[config.mk]
export PLATFORM = sky130hd
export DESIGN_NAME = fetch_top
export DESIGN_NICKNAME = d
export VERILOG_FILES = /design/src/fetch_pkg.sv /design/src/fetch_icache.sv /design/src/fetch_ifu.sv /design/src/fetch_top.sv
export VERILOG_INCLUDE_DIRS = /design/src
export SDC_FILE = /design/constraint.sdc
export NUM_CORES = 2
export LEC_CHECK = 0
export BUFFER_PORTS_ARGS = -buffer_cell sky130_fd_sc_hd__clkbuf_2
export CAP_MARGIN = 20
export CORE_ASPECT_RATIO = 1.2
export CORE_MARGIN = 2
export CORE_UTILIZATION = 30
export DETAILED_ROUTE_END_ITERATION = 8
export GPL_TIMING_DRIVEN = 1
export SYNTH_ARGS = -nofsm -noshare
export SYNTH_HDL_FRONTEND = slang
export SYNTH_SLANG_ARGS = --single-unit
[constraint.sdc]
create_clock -name clk -period 28.8 [get_ports clk]
set_clock_uncertainty 0.05 [all_clocks]
set_input_delay 2.88 -clock clk [delete_from_list [all_inputs] [get_ports clk]]
set_output_delay 2.88 -clock clk [all_outputs]
set_load 0.1 [all_outputs]
[src/fetch_settings.svh]
`ifndef FETCH_SETTINGS_SVH
`define FETCH_SETTINGS_SVH

// Line size in bytes must be a multiple of four
`define FETCH_BLOCK_BYTES 16

// Number of lines in the direct-mapped cache must be a power of two
`define FETCH_CACHE_LINES 16

// Window served by the SDRAM controller, the only target that accepts INCR bursts
`define FETCH_SDRAM_BASE 32'hA000_0000
`define FETCH_SDRAM_END  32'hBFFF_FFFF

// Id carried by every AR the fetch unit issues
`define FETCH_AXI_ID 4'h1

`endif

[src/fetch_pkg.sv]
`default_nettype none

package fetch_pkg;

    `include "fetch_settings.svh"

    // Word k of a line sits at bits 32k and up
    typedef logic [`FETCH_BLOCK_BYTES*8-1:0] cache_line_t;

    typedef struct packed {
        logic [31:0] addr;
        logic [3:0]  id;
        logic [7:0]  len;
        logic [2:0]  size;
        logic [1:0]  burst;
    } axi_ar_t;

    typedef struct packed {
        logic [31:0] data;
        logic [1:0]  resp;
        logic        last;
        logic [3:0]  id;
    } axi_r_t;

    // What decode receives for one fetch
    typedef struct packed {
        logic [31:0] inst;
        logic        access_fault;
    } fetch_rsp_t;

    localparam logic [1:0] AXI_BURST_FIXED = 2'b00;
    localparam logic [1:0] AXI_BURST_INCR  = 2'b01;
    localparam logic [2:0] AXI_SIZE_4B     = 3'b010;
    localparam logic [1:0] AXI_RESP_OKAY   = 2'b00;

endpackage

`default_nettype wire

[src/fetch_icache.sv]
`default_nettype none

`include "fetch_settings.svh"

module fetch_icache (
    input  wire                         clk,
    input  wire                         rst,
    input  wire                         lookup_req,
    input  wire  [31:0]                 lookup_addr,
    output logic                        hit,
    output logic [31:0]                 word,
    input  wire                         fill_valid,
    input  wire  [31:0]                 fill_addr,
    input  wire  fetch_pkg::cache_line_t fill_line
);
    import fetch_pkg::*;

    localparam int LINES  = `FETCH_CACHE_LINES;
    localparam int OFF_W  = $clog2(`FETCH_BLOCK_BYTES);
    localparam int IDX_W  = $clog2(LINES);
    localparam int TAG_W  = 32 - OFF_W - IDX_W;
    localparam int WOFF_W = OFF_W - 2;

    logic [LINES-1:0] valid;
    logic [TAG_W-1:0] tag_mem [LINES];
    cache_line_t      data_mem [LINES];

    logic [IDX_W-1:0]  lk_idx;
    logic [TAG_W-1:0]  lk_tag;
    logic [WOFF_W-1:0] lk_woff;
    logic [IDX_W-1:0]  fl_idx;
    logic [TAG_W-1:0]  fl_tag;
    logic              lk_match;
    cache_line_t       lk_line;

    // Address split is tag, index, word offset and the byte offset within the word
    assign lk_idx  = lookup_addr[OFF_W +: IDX_W];
    assign lk_tag  = lookup_addr[31 -: TAG_W];
    assign lk_woff = lookup_addr[OFF_W-1:2];

    assign fl_idx = fill_addr[OFF_W +: IDX_W];
    assign fl_tag = fill_addr[31 -: TAG_W];

    assign lk_line  = data_mem[lk_idx];
    assign lk_match = valid[lk_idx] && (tag_mem[lk_idx] == lk_tag);

    // Valid bits start cleared so the first access to every index misses
    always_ff @(posedge clk or posedge rst) begin
        if (rst) begin
            valid <= '0;
            hit   <= 1'b0;
        end else begin
            if (fill_valid) begin
                valid[fl_idx] <= 1'b1;
            end
            if (lookup_req) begin
                hit <= lk_match;   // Held until the next lookup
            end
        end
    end

    always_ff @(posedge clk) begin
        if (fill_valid) begin
            tag_mem[fl_idx]  <= fl_tag;
            data_mem[fl_idx] <= fill_line;
        end
        if (lookup_req) begin
            word <= lk_line[lk_woff*32 +: 32];
        end
    end

endmodule

`default_nettype wire

[src/fetch_ifu.sv]
`default_nettype none

`include "fetch_settings.svh"

module fetch_ifu (
    input  wire                         clk,
    input  wire                         rst,
    input  wire  [31:0]                 pc,
    input  wire                         idu_ready,
    output logic                        inst_valid,
    output fetch_pkg::fetch_rsp_t       rsp,
    output logic                        lookup_req,
    output logic [31:0]                 lookup_addr,
    input  wire                         hit,
    input  wire  [31:0]                 word,
    output logic                        fill_valid,
    output logic [31:0]                 fill_addr,
    output fetch_pkg::cache_line_t      fill_line,
    output logic                        arvalid,
    output fetch_pkg::axi_ar_t          ar,
    input  wire                         arready,
    input  wire                         rvalid,
    input  wire  fetch_pkg::axi_r_t     r,
    output logic                        rready
);
    import fetch_pkg::*;

    localparam int OFF_W = $clog2(`FETCH_BLOCK_BYTES);
    localparam int WORDS = `FETCH_BLOCK_BYTES / 4;
    localparam int CNT_W = $clog2(WORDS);

    typedef enum logic [2:0] {
        S_IDLE,
        S_LOOKUP,
        S_CHECK,
        S_REFILL,
        S_DELIVER
    } state_t;

    state_t           state;
    logic [31:0]      last_pc;
    logic [31:0]      line_base;
    logic             burst_mode;
    logic [CNT_W-1:0] beat_cnt;
    logic [CNT_W-1:0] next_cnt;
    logic [CNT_W-1:0] req_off;
    logic             start;
    logic             in_sdram;
    logic             beat;
    logic             beat_err;
    logic             line_done;
    cache_line_t      line_buf;
    cache_line_t      line_next;
    fetch_rsp_t       rsp_q;

    assign start    = (state == S_IDLE) && idu_ready && (pc != last_pc);
    assign in_sdram = (line_base >= `FETCH_SDRAM_BASE) && (line_base <= `FETCH_SDRAM_END);
    assign beat     = rvalid && rready;
    assign beat_err = (r.resp != AXI_RESP_OKAY);
    assign next_cnt = beat_cnt + 1'b1;
    assign req_off  = last_pc[OFF_W-1:2];

    // A burst ends on rlast while single reads end after the last word of the line
    assign line_done = burst_mode ? r.last : (beat_cnt == CNT_W'(WORDS - 1));

    // Current line buffer with the arriving beat merged in
    always_comb begin
        line_next = line_buf;
        line_next[beat_cnt*32 +: 32] = r.data;
    end

    always_ff @(posedge clk or posedge rst) begin
        if (rst) begin
            state      <= S_IDLE;
            last_pc    <= '0;
            line_base  <= '0;
            burst_mode <= 1'b0;
            beat_cnt   <= '0;
            arvalid    <= 1'b0;
            rready     <= 1'b0;
            fill_valid <= 1'b0;
        end else begin
            fill_valid <= 1'b0;
            case (state)
                S_IDLE: begin
                    if (start) begin
                        last_pc   <= pc;
                        line_base <= {pc[31:OFF_W], {OFF_W{1'b0}}};
                        state     <= S_LOOKUP;
                    end
                end
                S_LOOKUP: begin
                    state <= S_CHECK;   // Cache answers during this cycle
                end
                S_CHECK: begin
                    if (hit) begin
                        state <= idu_ready ? S_IDLE : S_DELIVER;
                    end else begin
                        burst_mode <= in_sdram;
                        beat_cnt   <= '0;
                        arvalid    <= 1'b1;
                        state      <= S_REFILL;
                    end
                end
                S_REFILL: begin
                    if (arvalid && arready) begin
                        arvalid <= 1'b0;
                        rready  <= 1'b1;
                    end
                    if (beat) begin
                        if (beat_err) begin
                            // Fault ends the refill here and the line is dropped
                            rready <= 1'b0;
                            state  <= S_DELIVER;
                        end else if (line_done) begin
                            rready     <= 1'b0;
                            fill_valid <= 1'b1;
                            state      <= S_DELIVER;
                        end else begin
                            beat_cnt <= next_cnt;
                            if (!burst_mode) begin
                                rready  <= 1'b0;
                                arvalid <= 1'b1;   // Next single read of the line
                            end
                        end
                    end
                end
                S_DELIVER: begin
                    if (idu_ready) begin
                        state <= S_IDLE;
                    end
                end
                default: begin
                    state <= S_IDLE;
                end
            endcase
        end
    end

    always_ff @(posedge clk) begin
        case (state)
            S_CHECK: begin
                if (hit) begin
                    rsp_q <= '{inst: word, access_fault: 1'b0};
                end else begin
                    ar.addr  <= line_base;
                    ar.id    <= `FETCH_AXI_ID;
                    ar.len   <= in_sdram ? 8'(WORDS - 1) : 8'd0;
                    ar.size  <= AXI_SIZE_4B;
                    ar.burst <= in_sdram ? AXI_BURST_INCR : AXI_BURST_FIXED;
                end
            end
            S_REFILL: begin
                if (beat) begin
                    if (beat_err) begin
                        rsp_q <= '{inst: '0, access_fault: 1'b1};
                    end else begin
                        line_buf <= line_next;
                        rsp_q    <= '{inst: line_next[req_off*32 +: 32], access_fault: 1'b0};
                        // Only used when another single read follows
                        ar.addr  <= line_base + (32'(next_cnt) << 2);
                    end
                end
            end
            default: ;
        endcase
    end

    // A hit is offered straight from the cache word so it is valid two cycles after start
    assign inst_valid = ((state == S_CHECK) && hit) || (state == S_DELIVER);

    always_comb begin
        if (state == S_CHECK) begin
            rsp = '{inst: word, access_fault: 1'b0};
        end else begin
            rsp = rsp_q;
        end
    end

    assign lookup_req  = (state == S_LOOKUP);
    assign lookup_addr = last_pc;

    assign fill_addr = line_base;
    assign fill_line = line_buf;

endmodule

`default_nettype wire

[src/fetch_top.sv]
`default_nettype none

module fetch_top (
    input  wire                     clk,
    input  wire                     rst,
    input  wire  [31:0]             pc,
    input  wire                     idu_ready,
    output wire                     inst_valid,
    output wire  fetch_pkg::fetch_rsp_t rsp,
    output wire                     arvalid,
    output wire  fetch_pkg::axi_ar_t ar,
    input  wire                     arready,
    input  wire                     rvalid,
    input  wire  fetch_pkg::axi_r_t r,
    output wire                     rready
);
    import fetch_pkg::*;

    wire              lookup_req;
    wire [31:0]       lookup_addr;
    wire              hit;
    wire [31:0]       word;
    wire              fill_valid;
    wire [31:0]       fill_addr;
    wire cache_line_t fill_line;

    fetch_ifu ifu_i (
        .clk         (clk),
        .rst         (rst),
        .pc          (pc),
        .idu_ready   (idu_ready),
        .inst_valid  (inst_valid),
        .rsp         (rsp),
        .lookup_req  (lookup_req),
        .lookup_addr (lookup_addr),
        .hit         (hit),
        .word        (word),
        .fill_valid  (fill_valid),
        .fill_addr   (fill_addr),
        .fill_line   (fill_line),
        .arvalid     (arvalid),
        .ar          (ar),
        .arready     (arready),
        .rvalid      (rvalid),
        .r           (r),
        .rready      (rready)
    );

    fetch_icache icache_i (
        .clk         (clk),
        .rst         (rst),
        .lookup_req  (lookup_req),
        .lookup_addr (lookup_addr),
        .hit         (hit),
        .word        (word),
        .fill_valid  (fill_valid),
        .fill_addr   (fill_addr),
        .fill_line   (fill_line)
    );

endmodule

`default_nettype wire

==> run metrics <==
run status complete, no violations; Tightest Pin Transition between 1 and 1.5 ns; flop and latch count out of synthesis 2714; Core Rows ~240; worst slack after detailed placement around 23 ns; commonest cells in the synthesized netlist sky130_fd_sc_hd__edfxtp_1 (2656), sky130_fd_sc_hd__mux4_2 (753), sky130_fd_sc_hd__nand2_1 (305); launch point of the worst reg-to-reg path ifu_i.lookup_addr[5]; routed via count divided by cell count 5.12; residual DRC count 0; initial antenna violation count 34; maximum net fanout on the critical path 35; portion of the clock cycle consumed by the worst path in the final layout between 20% and 30%; clock slew at the register clock pins of the worst setup and hold paths 0.06 ns; number of nets with antenna violations after detailed routing 0; area of the die between 300000 and 400000 um^2; Post-synth EDFFs roughly 2700; RSZ-0062 raised after global routing false; estimated wirelength of the detail-placed design around 130 mm; number of buffers inserted during clock tree synthesis between 200 and 300; Cell Area, Synth 106000 um^2; worst relative slew slack 14.9%; share of the yosys chip area belonging to registers between 70% and 80%; total power density per cell area 63.8 nW/um^2; Critical R2R Capture icache_i.data_mem[4][92]; maximum clock insertion buffer count 4; hold buffer count at CTS 0; global router's overall resource usage between 10 and 15%; post-synth top area share 75.4%; post-CTS sizing 0; most used flip-flop cell after synthesis sky130_fd_sc_hd__edfxtp_1; Arrival @ worst endpoint roughly 3.8 ns; initial core utilization between 30% and 40%; layout cells sized above 1 ~28%; IO Pins between 150 and 200; total gr overflow 0; synthesis warning total 0; TritonCTS clock tree built; final layout net count roughly 5200; number of post-CTS setup repair buffers 0; maximum level of the CTS H-tree 5; data required time of the worst path ~26 ns; Area growth, synth to finish 14.6%; die span in y between 600 and 700 um; number of detailed-routing iterations run before antenna repair 8; Startpoint Class flip-flop; Hold Path Origin icache_i.valid[8]; count of routing violations after the opening detailed-route iteration 6455; Setup TNS 0 ns; largest area contributor in the synthesized netlist sky130_fd_sc_hd__edfxtp_1; R2R depth 7; critical path class reg2out; wire per inst around 27 um; clock net sink count 2714; Setup Viol. Count Final 0; endpoint of the worst hold-timing path icache_i.valid[8]; dominant cell by count in the synthesized netlist sky130_fd_sc_hd__edfxtp_1; number of global-route vias before repair 53000; maximum operating frequency around 150 MHz; endpoints failing hold 0; Cell variety after synth a little over 60; Static Leakage 0.0299 uW; Synth Area per Inst between 20 and 25 um^2; reported max-cap violation count 0; worst-case register-to-register setup slack 22.99 ns; Tmin final between 6 and 7 ns; share of synthesized flip-flops with an asynchronous set or reset about 2.1%; count of buffers from port buffering 140; root cell of the clock tree sky130_fd_sc_hd__clkbuf_16; Hold Path Stages 1; wire length of the first global-routing pass approximately 380 mm; total chip power between 7000 and 8000 uW; cell types occupying the most area after synthesis sky130_fd_sc_hd__edfxtp_1 (75%), sky130_fd_sc_hd__mux4_2 (16%), sky130_fd_sc_hd__dfrtp_1 (1.4%), sky130_fd_sc_hd__nand2_1 (1.1%), sky130_fd_sc_hd__mux2_2 (0.78%); total via count after detailed routing roughly 50000; Max Transition Viols Final 0; Chip Width between 500 and 600 um; crit path capture type primary output; CORE AREA around 350000 um^2; final critical-path setup slack ~22 ns; final core utilization 34.6%; later-pin clock latency in the skew report 0.93 ns; largest voltage drop on the vdd net ~0.000070 V; post-synthesis instance total 4849; maximum number of pins on one net before global-route repair 138; Placer Congestion between 0.7 and 0.8; Hold WC Path Type reg2reg; WL final 266 mm
[power by group]
group	switching, uW	total, uW	internal (uW)
clock network	1450	3440	2000
logic	24.3	32.4	8.11
registers	0	4270	4270
total	1470	7740	6270
[registers in the layout (all words and copies together), names as in the netlist]
signal / cells
ifu_i.beat_cnt: 2
ifu_i.lookup_addr: 32
ifu_i.rsp_q: 33
ifu_i.fill_line: 128
icache_i.data_mem: 2048
ifu_i.arvalid: 1
ifu_i.burst_mode: 1
ifu_i.fill_valid: 1
icache_i.tag_mem: 384
ifu_i.state: 3
icache_i.hit: 1
icache_i.word: 32
icache_i.valid: 16
ifu_i.ar: 31
ifu_i.rready: 1
[cells by family (layout without fill, tap and decap cells)]
| logic type | after synthesis | after routing | share of synthesized area [%] |
|---|---|---|---|
| flip-flops | 2714 | 2714 | 76.7 |
| multiplexers | 884 | 884 | 17.4 |
| AND/OR/NAND/NOR | 501 | 501 | 2.07 |
| buffers and inverters | 390 | 860 | 1.51 |
| AO/OA/AOI/OAI | 297 | 297 | 1.73 |
| XOR/XNOR | 55 | 55 | 0.455 |
| adder cells (fa/ha/maj) | 6 | 6 | 0.0709 |
| other | 2 | 23 | 0.00710 |
[stage by stage]
step	hold slack (ns)	instances	area [um^2]
floorplan	0.384	4863	106000
global route	0.431	10000	121000
global placement	0.396	9523	113000
CTS	0.415	10000	121000
detailed placement	0.398	9524	113000
finish	0.417	10000	121000
[worst max-delay path: stages (launching register included)]
cell,delay (ns)
sky130_fd_sc_hd__dfrtp_1,0.62
sky130_fd_sc_hd__inv_1,0.19
sky130_fd_sc_hd__nand2_2,0.09
sky130_fd_sc_hd__buf_4,0.84
sky130_fd_sc_hd__nand2_1,0.13
sky130_fd_sc_hd__nand2_1,0.43
sky130_fd_sc_hd__clkbuf_2,0.55
[worst max path at each step]
stage | start | to | slack (ns) | cells past startpoint
CTS | ifu_i.state[0] | rsp[31] | 22.05 | 6
finish | ifu_i.state[0] | rsp[31] | 22.07 | 6
global placement | ifu_i.lookup_addr[4] | icache_i.data_mem[4][119] | 22.81 | 7
global route | ifu_i.state[0] | rsp[31] | 21.97 | 6
detailed placement | ifu_i.lookup_addr[4] | icache_i.data_mem[4][119] | 22.79 | 7
floorplan | ifu_i.lookup_addr[5] | icache_i.valid[2] | 15.64 | 8
[layout make-up]
type / instances / area [um^2]
Fill cell: 32500 / 230000
Antenna cell: 7 / 17.5
Sequential cell: 2714 / 81200
Timing Repair Buffer: 259 / 1860
Inverter: 115 / 440
Clock inverter: 130 / 937
Multi-Input combinational cell: 1759 / 23300
Tap cell: 4680 / 5860
Clock buffer: 356 / 7670
[metal layers]
layer  track usage, %  up-vias  routed length, um
li1                 -    20700                  -
met1             19.9    27900             108000
met2             24.1     2319             129000
met3             3.08      407              23500
met4             3.72       14               5400
met5                0        -                104
[placed cells by master (no fill, tap or decap), types with 7 or more instances in the layout]
cell	instances
sky130_fd_sc_hd__clkinv_1	63
sky130_fd_sc_hd__nor4_1	10
sky130_fd_sc_hd__dfrtp_1	52
sky130_fd_sc_hd__mux2i_1	53
sky130_fd_sc_hd__edfxtp_1	2656
sky130_fd_sc_hd__a311oi_1	34
sky130_fd_sc_hd__buf_4	99
sky130_fd_sc_hd__buf_12	18
sky130_fd_sc_hd__clkbuf_1	55
sky130_fd_sc_hd__conb_1	16
sky130_fd_sc_hd__nor2_4	14
sky130_fd_sc_hd__a21oi_1	53
sky130_fd_sc_hd__xnor2_1	14
sky130_fd_sc_hd__nand3_1	7
sky130_fd_sc_hd__a22o_1	11
sky130_fd_sc_hd__nor2_1	51
sky130_fd_sc_hd__nand2b_1	39
sky130_fd_sc_hd__xor2_1	41
sky130_fd_sc_hd__o22ai_1	11
sky130_fd_sc_hd__clkbuf_16	295
sky130_fd_sc_hd__o21ai_0	136
sky130_fd_sc_hd__a221oi_1	10
sky130_fd_sc_hd__mux2_2	73
sky130_fd_sc_hd__inv_1	110
sky130_fd_sc_hd__or2_2	17
sky130_fd_sc_hd__bufinv_16	13
sky130_fd_sc_hd__mux4_2	753
sky130_fd_sc_hd__inv_6	7
sky130_fd_sc_hd__and2_1	24
sky130_fd_sc_hd__nand2_1	302
sky130_fd_sc_hd__a22oi_1	7
sky130_fd_sc_hd__diode_2	7
sky130_fd_sc_hd__nor3_1	10
sky130_fd_sc_hd__clkbuf_2	140
sky130_fd_sc_hd__clkinv_2	43
No activity file was read; power rests on OpenSTA's default activity.
